==> src/hw/cache_pkg.sv <==
// cache package
// sizes, encodings and bus records shared by the queue, the scheduler and the pipe
package cache_pkg;

    localparam int NUM_TQ_ENTRY    = 4;
    localparam int ADDR_W          = 16;
    localparam int NUM_SETS        = 16;
    localparam int NUM_WORDS_IN_CL = 4;

    // byte address fields
    localparam int LSB_WORD_OFFSET = 2;
    localparam int MSB_WORD_OFFSET = 3;
    localparam int LSB_SET         = 4;
    localparam int MSB_SET         = 7;
    localparam int LSB_TAG         = 8;
    localparam int MSB_TAG         = 15;

    typedef logic [31:0]                        t_word;
    typedef t_word [NUM_WORDS_IN_CL-1:0]        t_cl;    // 128 bit line, word 0 at lsb
    typedef logic [MSB_TAG:LSB_SET]             t_cl_address;
    typedef logic [MSB_SET:LSB_SET]             t_set;
    typedef logic [MSB_TAG:LSB_TAG]             t_tag;
    typedef logic [1:0]                         t_word_offset;
    typedef logic [4:0]                         t_reg_id;
    typedef logic [$clog2(NUM_TQ_ENTRY)-1:0]    t_tq_id;
    typedef logic [2:0]                         t_credit_cnt;
    typedef logic [ADDR_W-1:0]                  t_address;

    typedef enum logic {RD_OP, WR_OP} t_opcode;
    typedef enum logic [1:0] {NO_LU, RD_LU, WR_LU, FILL_LU} t_lu_op;
    typedef enum logic {HIT, MISS} t_lu_result;
    typedef enum logic [2:0] {
        S_IDLE, S_LU_CORE, S_MB_WAIT_FILL, S_MB_FILL_READY, S_ERROR
    } t_tq_state;

    //------------------------------------------------------------
    // bus records
    //------------------------------------------------------------
    typedef struct packed {
        logic     valid;
        t_opcode  opcode;
        t_address address;
        t_word    data;
        t_reg_id  reg_id;
    } t_core_req;

    typedef struct packed {
        logic     valid;
        t_address address;
        t_word    data;
        t_reg_id  reg_id;
    } t_core_rsp;

    typedef struct packed {
        logic     valid;
        t_lu_op   lu_op;
        t_address address;
        t_word    data;
        t_cl      cl_data;
        t_tq_id   tq_id;
        t_reg_id  reg_id;
        logic     rd_indication;
    } t_lu_req;

    typedef struct packed {
        logic       valid;
        t_lu_op     lu_op;
        t_address   address;
        t_word      data;
        t_cl        cl_data;
        t_tq_id     tq_id;
        t_reg_id    reg_id;
        logic       rd_indication;
        t_lu_result lu_result;
    } t_lu_rsp;

    typedef struct packed {
        logic        valid;
        t_tq_id      tq_id;
        t_cl_address cl_address;
    } t_fm_rd_req;

    typedef struct packed {
        logic   valid;
        t_tq_id tq_id;
        t_cl    data;
    } t_fm_rd_rsp;

    typedef struct packed {
        logic     valid;
        t_address address;
        t_word    data;
    } t_fm_wr_req;

    typedef struct packed {
        t_tq_state    state;
        t_cl_address  cl_address;
        t_word_offset word_offset;
        logic         rd_indication;
        t_reg_id      reg_id;
        t_cl          mb_data;
    } t_tq_view;

    // lowest set bit, 0 when none
    function automatic t_tq_id first_idx(input logic [NUM_TQ_ENTRY-1:0] vec);
        first_idx = '0;
        for (int i = NUM_TQ_ENTRY - 1; i >= 0; i--) begin
            if (vec[i]) first_idx = t_tq_id'(i);
        end
    endfunction

    // core read to a line still held in this entry's merge buffer
    function automatic logic mb_rd_match(input t_tq_view v, input t_core_req r);
        mb_rd_match = r.valid && (r.opcode == RD_OP) &&
                      (r.address[MSB_TAG:LSB_SET] == v.cl_address) &&
                      ((v.state == S_MB_WAIT_FILL) || (v.state == S_MB_FILL_READY));
    endfunction

endpackage

==> src/hw/tq_entry.sv <==
// transaction queue entry
// tracks one core request from lookup through miss, fill merge and fill lookup
module tq_entry (
    input  logic                 clk,
    input  logic                 rst_n,
    input  logic                 alloc,
    input  cache_pkg::t_core_req core_req,
    input  logic                 mb_rd_hit,
    input  logic                 lu_done,
    input  logic                 lu_miss,
    input  logic                 fill_valid,
    input  cache_pkg::t_cl       fill_line,
    input  logic                 fill_grant,
    output cache_pkg::t_tq_view  view,
    output logic                 goes_idle
);
    import cache_pkg::*;

    t_tq_state    state;
    t_tq_state    next_state;
    t_cl_address  cl_address;
    t_word_offset word_offset;
    t_reg_id      reg_id;
    logic         rd_indication;
    t_cl          mb_data;
    logic [NUM_WORDS_IN_CL-1:0] modified;   // words written by the core
    logic         stray;

    // events that make no sense in the current state
    assign stray = ((lu_done || lu_miss) && (state != S_LU_CORE)) ||
                   (fill_valid && (state != S_MB_WAIT_FILL)) ||
                   (fill_grant && (state != S_MB_FILL_READY));

    always_comb begin
        next_state = state;
        unique case (state)
            S_IDLE:          if (alloc) next_state = S_LU_CORE;
            S_LU_CORE: begin
                if (lu_done) next_state = S_IDLE;
                else if (lu_miss) next_state = S_MB_WAIT_FILL;
            end
            S_MB_WAIT_FILL:  if (fill_valid) next_state = S_MB_FILL_READY;
            S_MB_FILL_READY: if (fill_grant) next_state = S_IDLE;
            default:         next_state = S_ERROR;   // sticky
        endcase
        if (stray) next_state = S_ERROR;
    end

    always_ff @(posedge clk or negedge rst_n) begin
        if (!rst_n) begin
            state <= S_IDLE;
        end else begin
            state <= next_state;
        end
    end

    //------------------------------------------------------------
    // request record and merge buffer
    //------------------------------------------------------------
    always_ff @(posedge clk) begin
        if (alloc) begin
            cl_address    <= core_req.address[MSB_TAG:LSB_SET];
            word_offset   <= core_req.address[MSB_WORD_OFFSET:LSB_WORD_OFFSET];
            reg_id        <= core_req.reg_id;
            rd_indication <= (core_req.opcode == RD_OP);
            modified      <= '0;
            if (core_req.opcode == WR_OP) begin
                mb_data[core_req.address[MSB_WORD_OFFSET:LSB_WORD_OFFSET]] <= core_req.data;
                modified[core_req.address[MSB_WORD_OFFSET:LSB_WORD_OFFSET]] <= 1'b1;
            end
        end else if (mb_rd_hit) begin
            // read merged into this entry, answered by the fill lookup
            rd_indication <= 1'b1;
            word_offset   <= core_req.address[MSB_WORD_OFFSET:LSB_WORD_OFFSET];
            reg_id        <= core_req.reg_id;
        end
        if (fill_valid && (state == S_MB_WAIT_FILL)) begin
            for (int w = 0; w < NUM_WORDS_IN_CL; w++) begin
                if (!modified[w]) mb_data[w] <= fill_line[w];   // core data wins
            end
        end
    end

    assign goes_idle = ((state == S_LU_CORE) && lu_done) ||
                       ((state == S_MB_FILL_READY) && fill_grant);

    assign view = '{state: state, cl_address: cl_address, word_offset: word_offset,
                    rd_indication: rd_indication, reg_id: reg_id, mb_data: mb_data};

    a_alloc_idle: assert property (@(posedge clk) disable iff (!rst_n)
        alloc |-> state == S_IDLE);
    a_no_error: assert property (@(posedge clk) disable iff (!rst_n)
        state != S_ERROR);

endmodule

==> src/hw/tq_alloc.sv <==
// queue allocator
// picks the free entry for each core request and returns credits to the core
module tq_alloc (
    input  logic                                              clk,
    input  logic                                              rst_n,
    input  cache_pkg::t_core_req                              core_req,
    input  cache_pkg::t_tq_view [cache_pkg::NUM_TQ_ENTRY-1:0] views,
    input  logic [cache_pkg::NUM_TQ_ENTRY-1:0]                goes_idle,
    output logic [cache_pkg::NUM_TQ_ENTRY-1:0]                alloc,
    output logic [cache_pkg::NUM_TQ_ENTRY-1:0]                mb_rd_hit,
    output cache_pkg::t_credit_cnt                            credit_return
);
    import cache_pkg::*;

    logic [NUM_TQ_ENTRY-1:0] free;
    logic                    any_mb_hit;
    logic                    mb_hit_q;    // credit of a merged read, one cycle late
    t_credit_cnt             core_credits;

    always_comb begin
        for (int i = 0; i < NUM_TQ_ENTRY; i++) begin
            free[i]      = (views[i].state == S_IDLE);
            mb_rd_hit[i] = mb_rd_match(views[i], core_req);
        end
    end

    assign any_mb_hit = |mb_rd_hit;

    always_comb begin
        alloc = '0;
        if (core_req.valid && !any_mb_hit && (|free)) alloc[first_idx(free)] = 1'b1;
    end

    always_comb begin
        credit_return = t_credit_cnt'(mb_hit_q);
        for (int i = 0; i < NUM_TQ_ENTRY; i++) begin
            credit_return = credit_return + t_credit_cnt'(goes_idle[i]);
        end
    end

    always_ff @(posedge clk or negedge rst_n) begin
        if (!rst_n) begin
            mb_hit_q     <= 1'b0;
            core_credits <= t_credit_cnt'(NUM_TQ_ENTRY);
        end else begin
            mb_hit_q     <= any_mb_hit;
            core_credits <= core_credits - t_credit_cnt'(core_req.valid) + credit_return;
        end
    end

    // the core spends a credit per request
    a_credit: assert property (@(posedge clk) disable iff (!rst_n)
        core_req.valid |-> core_credits != '0);

endmodule

==> src/hw/tq_sched.sv <==
// queue scheduler
// muxes core and fill lookups into the pipe and routes pipe and far memory results
module tq_sched (
    input  logic                                              clk,
    input  logic                                              rst_n,
    input  cache_pkg::t_core_req                              core_req,
    input  cache_pkg::t_tq_view [cache_pkg::NUM_TQ_ENTRY-1:0] views,
    input  cache_pkg::t_lu_rsp                                lu_rsp,
    input  cache_pkg::t_fm_rd_rsp                             fm_rd_rsp,
    output cache_pkg::t_lu_req                                lu_req,
    output logic [cache_pkg::NUM_TQ_ENTRY-1:0]                lu_done,
    output logic [cache_pkg::NUM_TQ_ENTRY-1:0]                lu_miss,
    output logic [cache_pkg::NUM_TQ_ENTRY-1:0]                fill_valid,
    output cache_pkg::t_cl                                    fill_line,
    output logic [cache_pkg::NUM_TQ_ENTRY-1:0]                fill_grant,
    output cache_pkg::t_core_rsp                              core_rsp
);
    import cache_pkg::*;

    logic [NUM_TQ_ENTRY-1:0] free;
    logic [NUM_TQ_ENTRY-1:0] fill_rdy;
    logic                    any_mb_hit;
    t_tq_id                  fill_id;
    logic                    core_lu;     // core lookup result in pipe

    always_comb begin
        any_mb_hit = 1'b0;
        for (int i = 0; i < NUM_TQ_ENTRY; i++) begin
            free[i]     = (views[i].state == S_IDLE);
            fill_rdy[i] = (views[i].state == S_MB_FILL_READY);
            any_mb_hit  = any_mb_hit || mb_rd_match(views[i], core_req);
        end
    end

    assign fill_id = first_idx(fill_rdy);   // lowest entry wins

    //------------------------------------------------------------
    // lookup mux, core first
    //------------------------------------------------------------
    always_comb begin
        lu_req = '0;
        if (core_req.valid) begin
            lu_req.valid         = 1'b1;
            lu_req.lu_op         = any_mb_hit ? NO_LU :     // cancelled, merged in entry
                                   (core_req.opcode == WR_OP) ? WR_LU : RD_LU;
            lu_req.address       = core_req.address;
            lu_req.data          = core_req.data;
            lu_req.tq_id         = first_idx(free);
            lu_req.reg_id        = core_req.reg_id;
            lu_req.rd_indication = (core_req.opcode == RD_OP);
        end else if (|fill_rdy) begin
            lu_req.valid         = 1'b1;
            lu_req.lu_op         = FILL_LU;
            lu_req.address       = {views[fill_id].cl_address, views[fill_id].word_offset, 2'b00};
            lu_req.cl_data       = views[fill_id].mb_data;
            lu_req.tq_id         = fill_id;
            lu_req.reg_id        = views[fill_id].reg_id;
            lu_req.rd_indication = views[fill_id].rd_indication;
        end
    end

    always_comb begin
        fill_grant = '0;
        if (!core_req.valid && (|fill_rdy)) fill_grant[fill_id] = 1'b1;
    end

    //------------------------------------------------------------
    // response decode
    //------------------------------------------------------------
    assign core_lu = lu_rsp.valid && ((lu_rsp.lu_op == RD_LU) || (lu_rsp.lu_op == WR_LU));

    always_comb begin
        for (int i = 0; i < NUM_TQ_ENTRY; i++) begin
            lu_done[i]    = core_lu && (lu_rsp.tq_id == t_tq_id'(i)) && (lu_rsp.lu_result == HIT);
            lu_miss[i]    = core_lu && (lu_rsp.tq_id == t_tq_id'(i)) && (lu_rsp.lu_result == MISS);
            fill_valid[i] = fm_rd_rsp.valid && (fm_rd_rsp.tq_id == t_tq_id'(i));
        end
    end

    assign fill_line = fm_rd_rsp.data;

    assign core_rsp.valid   = lu_rsp.valid &&
                              (((lu_rsp.lu_op == RD_LU) && (lu_rsp.lu_result == HIT)) ||
                               ((lu_rsp.lu_op == FILL_LU) && lu_rsp.rd_indication));
    assign core_rsp.address = lu_rsp.address;
    assign core_rsp.data    = lu_rsp.cl_data[lu_rsp.address[MSB_WORD_OFFSET:LSB_WORD_OFFSET]];
    assign core_rsp.reg_id  = lu_rsp.reg_id;

    // far memory answers only entries waiting for their line
    a_fill_target: assert property (@(posedge clk) disable iff (!rst_n)
        fm_rd_rsp.valid |-> views[fm_rd_rsp.tq_id].state == S_MB_WAIT_FILL);

endmodule

==> src/hw/cache_pipe.sv <==
// cache lookup pipe
// three stages over a direct-mapped tag and data array, write-through to far memory
module cache_pipe (
    input  logic                  clk,
    input  logic                  rst_n,
    input  cache_pkg::t_lu_req    lu_req,
    output cache_pkg::t_lu_rsp    lu_rsp,
    output cache_pkg::t_fm_rd_req fm_rd_req,
    output cache_pkg::t_fm_wr_req fm_wr_req
);
    import cache_pkg::*;

    t_tag  tag_arr  [NUM_SETS];
    t_cl   data_arr [NUM_SETS];
    logic [NUM_SETS-1:0] valid_arr;

    t_lu_req s1;        // registered request
    t_lu_req s2;        // request with array read
    t_tag    s2_tag;
    logic    s2_vld;
    t_cl     s2_line;
    t_set    s1_set;
    t_set    s2_set;
    logic    hit;
    logic    core_lu;

    assign s1_set = s1.address[MSB_SET:LSB_SET];
    assign s2_set = s2.address[MSB_SET:LSB_SET];

    //------------------------------------------------------------
    // stage 1 and 2
    //------------------------------------------------------------
    always_ff @(posedge clk or negedge rst_n) begin
        if (!rst_n) begin
            s1 <= '0;
            s2 <= '0;
        end else begin
            s1 <= lu_req;
            s2 <= s1;
        end
    end

    always_ff @(posedge clk) begin
        s2_tag  <= tag_arr[s1_set];
        s2_vld  <= valid_arr[s1_set];
        s2_line <= data_arr[s1_set];
    end

    //------------------------------------------------------------
    // stage 3, compare and update
    //------------------------------------------------------------
    assign hit     = s2_vld && (s2_tag == s2.address[MSB_TAG:LSB_TAG]);
    assign core_lu = s2.valid && ((s2.lu_op == RD_LU) || (s2.lu_op == WR_LU));

    always_ff @(posedge clk) begin
        if (s2.valid && (s2.lu_op == WR_LU) && hit) begin
            data_arr[s2_set][s2.address[MSB_WORD_OFFSET:LSB_WORD_OFFSET]] <= s2.data;
        end
        if (s2.valid && (s2.lu_op == FILL_LU)) begin
            data_arr[s2_set] <= s2.cl_data;      // line already merged in the queue
            tag_arr[s2_set]  <= s2.address[MSB_TAG:LSB_TAG];
        end
    end

    always_ff @(posedge clk or negedge rst_n) begin
        if (!rst_n) begin
            valid_arr <= '0;
        end else if (s2.valid && (s2.lu_op == FILL_LU)) begin
            valid_arr[s2_set] <= 1'b1;
        end
    end

    assign lu_rsp.valid         = s2.valid;
    assign lu_rsp.lu_op         = s2.lu_op;
    assign lu_rsp.address       = s2.address;
    assign lu_rsp.data          = s2.data;
    assign lu_rsp.cl_data       = (s2.lu_op == FILL_LU) ? s2.cl_data : s2_line;
    assign lu_rsp.tq_id         = s2.tq_id;
    assign lu_rsp.reg_id        = s2.reg_id;
    assign lu_rsp.rd_indication = s2.rd_indication;
    assign lu_rsp.lu_result     = hit ? HIT : MISS;

    // line fetch on any core miss
    assign fm_rd_req.valid      = core_lu && !hit;
    assign fm_rd_req.tq_id      = s2.tq_id;
    assign fm_rd_req.cl_address = s2.address[MSB_TAG:LSB_SET];

    // every write goes through
    assign fm_wr_req.valid   = s2.valid && (s2.lu_op == WR_LU);
    assign fm_wr_req.address = s2.address;
    assign fm_wr_req.data    = s2.data;

endmodule

==> src/hw/cache_top.sv <==
// data cache front end
// allocator, queue entries, scheduler and lookup pipe
module cache_top (
    input  logic                  clk,
    input  logic                  rst_n,
    input  cache_pkg::t_core_req  core_req,
    input  cache_pkg::t_fm_rd_rsp fm_rd_rsp,
    output cache_pkg::t_core_rsp  core_rsp,
    output cache_pkg::t_credit_cnt credit_return,
    output cache_pkg::t_fm_rd_req fm_rd_req,
    output cache_pkg::t_fm_wr_req fm_wr_req
);
    import cache_pkg::*;

    t_tq_view [NUM_TQ_ENTRY-1:0] views;
    logic [NUM_TQ_ENTRY-1:0] goes_idle;
    logic [NUM_TQ_ENTRY-1:0] alloc;
    logic [NUM_TQ_ENTRY-1:0] mb_rd_hit;
    logic [NUM_TQ_ENTRY-1:0] lu_done;
    logic [NUM_TQ_ENTRY-1:0] lu_miss;
    logic [NUM_TQ_ENTRY-1:0] fill_valid;
    logic [NUM_TQ_ENTRY-1:0] fill_grant;
    t_cl                     fill_line;
    t_lu_req                 lu_req;
    t_lu_rsp                 lu_rsp;

    tq_alloc i_tq_alloc (
        .clk, .rst_n, .core_req, .views, .goes_idle,
        .alloc, .mb_rd_hit, .credit_return
    );

    for (genvar g = 0; g < NUM_TQ_ENTRY; g++) begin : g_tq
        tq_entry i_tq_entry (
            .clk, .rst_n,
            .alloc      (alloc[g]),
            .core_req,
            .mb_rd_hit  (mb_rd_hit[g]),
            .lu_done    (lu_done[g]),
            .lu_miss    (lu_miss[g]),
            .fill_valid (fill_valid[g]),
            .fill_line,
            .fill_grant (fill_grant[g]),
            .view       (views[g]),
            .goes_idle  (goes_idle[g])
        );
    end

    tq_sched i_tq_sched (
        .clk, .rst_n, .core_req, .views, .lu_rsp, .fm_rd_rsp,
        .lu_req, .lu_done, .lu_miss, .fill_valid, .fill_line, .fill_grant, .core_rsp
    );

    cache_pipe i_cache_pipe (
        .clk, .rst_n, .lu_req, .lu_rsp, .fm_rd_req, .fm_wr_req
    );

endmodule

==> config.mk <==
export PLATFORM = sky130hd
export DESIGN_NAME = cache_top
export DESIGN_NICKNAME = d
export VERILOG_FILES = /design/src/hw/cache_pkg.sv /design/src/hw/tq_entry.sv /design/src/hw/tq_alloc.sv /design/src/hw/tq_sched.sv /design/src/hw/cache_pipe.sv /design/src/hw/cache_top.sv
export SDC_FILE = /design/constraint.sdc
export NUM_CORES = 2
export LEC_CHECK = 0
export BUFFER_PORTS_ARGS = -buffer_cell sky130_fd_sc_hd__buf_2
export CORE_MARGIN = 4
export CORE_UTILIZATION = 50
export CTS_BUF_LIST = sky130_fd_sc_hd__clkbuf_4
export DETAILED_ROUTE_END_ITERATION = 12
export PLACE_DENSITY_LB_ADDON = 0.1
export SLEW_MARGIN = 20
export SYNTH_ARGS = -nofsm -noshare
export SYNTH_HDL_FRONTEND = slang
export SYNTH_SLANG_ARGS = --single-unit
==> constraint.sdc <==
create_clock -name clk -period 11.2 [get_ports clk]
set_clock_uncertainty 0.05 [all_clocks]
set_input_delay 2.8 -clock clk [delete_from_list [all_inputs] [get_ports clk]]
set_output_delay 2.8 -clock clk [all_outputs]
set_load 0.01 [all_outputs]
==> summary.md <==
| Metric | Value |
|---|---|
| Final hold violations | `0` |
| DRT Pass-1 Iters | `5` |
| Most common cell after layout, fill and taps aside | `edfxtp_1` |
| Synth area leader | `edfxtp_1` |
| # rows | `186` |
| Post-CTS sizing | `0` |
| Endpoint class of the critical path | `output port` |
| WHS Path Cells | `0` |
| Initial Utilization | `0.5032` |
| R2R cell count | `7` |
| Number of sinks on the clock net | `3,324` |
| Mapped Area | `between 100,000 and 150,000 µm²` |
| Setup violations, final | `0` |
| Max FO, Critical Path | `39` |
| Clock transition at path regs | `~0.060 ns` |
| Detailed placement HPWL | `around 220 mm` |
| DRC viols | `0` |
| GP Congestion | `0.8286` |
| Hold endpoint | `i_cache_pipe.lu_rsp[3]$_DFF_PN0_` |
| Vias in the first global route | `slightly above 70,000` |
| Most frequent cells in the layout | `edfxtp_1 (2,272), clkbuf_4 (1,290), mux4_2 (859)` |
| Total track usage | `0.2792` |
| Fill cells | `roughly 20,000` |
| FFs w/ async S/R, synth | `0.1212` |
| Reg-to-Reg End | `i_cache_pipe.s1[87]$_DFF_PN0_` |
| Hold Buf Count CTS | `0` |
| Reg-to-Reg Start | `g_tq[1].i_tq_entry.state[2]$_DFFE_PN0P_` |
| CTS root buffer | `clkbuf_4` |
| Routed len/inst | `between 30 and 40 µm` |
| Maximum buffer depth of the clock tree | `4` |
| Element type at the critical path start | `primary input` |
| Register area share after synthesis | `0.7049` |
| H-tree Lvls | `6` |
| Number of port buffers | `between 300 and 400` |
| Warnings, synthesis | `0` |
| Final-report max-slew violation count | `0` |
| #FFs+latches synth | `3,324` |
| Final period utilization | `0.7356` |
| Largest cells by area after synthesis | `edfxtp_1 (53%), mux4_2 (15%), dfxtp_1 (10%)` |
| CTS tree | `done` |
| First-pass GRT wire length | `between 500 and 600 mm` |
| Cell variety after synth | `68` |
| Gr ovfl total | `0` |
| PD cells | `180.6 nW/µm²` |
| Largest net degree at the start of global routing | `between 150 and 200` |
| Peak VDD IR | `around 110 µV` |
| First DRT Iteration DRCs | `between 7,000 and 8,000` |
| Final TNS setup | `0 ns` |
| Max Cap Viol | `0` |
| Status | `complete, no violations` |
| RSZ-0062 raised after global routing | `false` |
| Worst hold-check path type | `flip-flop to flip-flop` |
| Hold path startpoint | `i_cache_pipe.s1[2]$_DFF_PN0_` |
| Final instance count without filler cells | `about 12,000` |
| CTS Buf Count | `approximately 830` |
| Crit path arrival time | `5.39 ns` |
| Vias per cell | `5.885` |
| ANT nets after route | `0` |
| EDFF count, synth | `~2,300` |
| CP Class | `primary input to output port` |
| Die Area | `roughly 270,000 µm²` |
| Final core utilization | `0.5662` |
| DP Area | `between 100,000 and 150,000 µm²` |
| Final net count | `8,300` |
| Worst reg2reg setup slack | `approximately 6.7 ns` |
| Post-synth top area share | `0.5268` |
| Post-Synthesis Net Count | `between 7,000 and 8,000` |
| Antenna violations before repair | `78` |
| Final wirelength | `371.9 mm` |
| Core area | `about 260,000 µm²` |
| Post-Syn Instances | `about 7,400` |
| CP required | `8.35 ns` |
| Worst slew margin | `0.2898` |
| Static leakage | `50.66 nW` |
| Via count | `around 72,000` |
| Synth Area per Inst | `roughly 18 µm²` |
| # IOs | `309` |
| DP Cell Count | `10,661` |
| Layout cell share with drive strength beyond 1 | `0.3246` |
| Syn-to-layout area delta | `12.52%` |
| Fmax | `121.4 MHz` |
| Final instance area | `145,700 µm²` |
| Die width | `~520 µm` |
| Post-CTS setup buffers | `0` |
| DIE HEIGHT | `roughly 520 µm` |
| Main synth FF type | `edfxtp_1` |
| Worst-skew pair later-pin latency | `roughly 1.4 ns` |
| Tmin final | `between 8 and 9 ns` |
| Measured slew at the worst slew-check pin | `between 1 and 1.5 ns` |
registers in the layout (all words and copies together), names as in the netlist, 20 cells and up:
signal and flops:
i_cache_pipe.s1 187, i_cache_pipe.fm_wr_req 36, g_tq.i_tq_entry.view 512, g_tq.i_tq_entry.reg_id 20, i_cache_pipe.data_arr 2048, i_cache_pipe.tag_arr 128
i_cache_pipe.s2_line 128, g_tq.i_tq_entry.cl_address 48, i_cache_pipe.s2 128
final cells by class:
class,count,area (µm²),share of cell area
diodes,40,100.1,0.0006869
clock buffers,1290,9684,0.06645
clock inverters,248,1350,0.009264
inverters,17,63.81,0.0004379
multi-input cells,3457,35970,0.2468
flip-flops and latches,3324,91320,0.6267
well taps,3384,4234,0.02905
repair buffers,480,3008,0.02064
power breakdown:
part           switching, W  internal, W
combinational      0.000976     0.000843
sequential         0.000380       0.0138
clock               0.00489      0.00547
through the flow:
stage	hold slack [ns]	power [W]	setup slack (ns)
4_1_cts	0.2797	0.02655	2.851
2_1_floorplan	0.2812	0.01546	3.212
5_1_grt	0.2869	0.02748	2.711
6_report	0.2714	0.02632	2.961
3_5_place_dp	0.2847	0.01622	2.888
3_3_place_gp	0.2825	0.01613	2.867
kinds of logic (layout without fill, tap and decap cells):
logic type,after synthesis,after routing,share of synthesized area
xor+xnor,58,58,0.003922
fa+ha+maj,7,7,0.0007922
buf+inv,600,2035,0.02294
flops,3324,3324,0.7049
other cells,0,40,0
simple gates,1310,1310,0.04566
compound gates,622,622,0.02562
mux,1460,1460,0.1961
Yosys cell counts, types with 46 or more instances:
cell / number
and2_1: 165
buf_1: 46
buf_2: 123
buf_4: 128
clkbuf_1: 273
dfrtp_1: 403
dfxtp_1: 649
edfxtp_1: 2272
mux2i_1: 569
mux4_2: 859
nand2_1: 849
nor2_1: 119
o21ai_0: 486
xor2_1: 48
worst max-delay path by stage:
| stage | slack [ns] | from | cells past startpoint | end |
|---|---|---|---|---|
| after floorplan | 3.21 | core_req[54] | 11 | credit_return[1] |
| after global placement | 2.87 | core_req[54] | 12 | credit_return[1] |
| after detailed placement | 2.89 | core_req[54] | 12 | credit_return[1] |
| after CTS | 2.85 | i_cache_pipe.fm_rd_req[4]$_DFF_PN0_ | 15 | credit_return[1] |
| after global routing | 2.71 | i_cache_pipe.fm_rd_req[4]$_DFF_PN0_ | 15 | credit_return[1] |
| final | 2.96 | core_req[54] | 12 | credit_return[1] |
per-layer routing:
layer,part of all wire,global-route usage,up-vias
li1,-,-,30500
met1,0.41,0.3965,37539
met2,0.46,0.4254,3359
met3,0.092,0.07033,586
met4,0.032,0.09500,52
met5,0.00093,0,-
worst max-delay path: stages:
cell and delay [ns]:
buf_2 0.23, a21oi_4 0.15, buf_4 0.33, nand3_1 0.12
a211o_1 0.30, fa_1 0.46, inv_1 0.07, ha_1 0.13
inv_1 0.06, fa_1 0.55, inv_1 0.04, buf_2 0.13
Note: power is estimated with default switching activity, not from simulation.
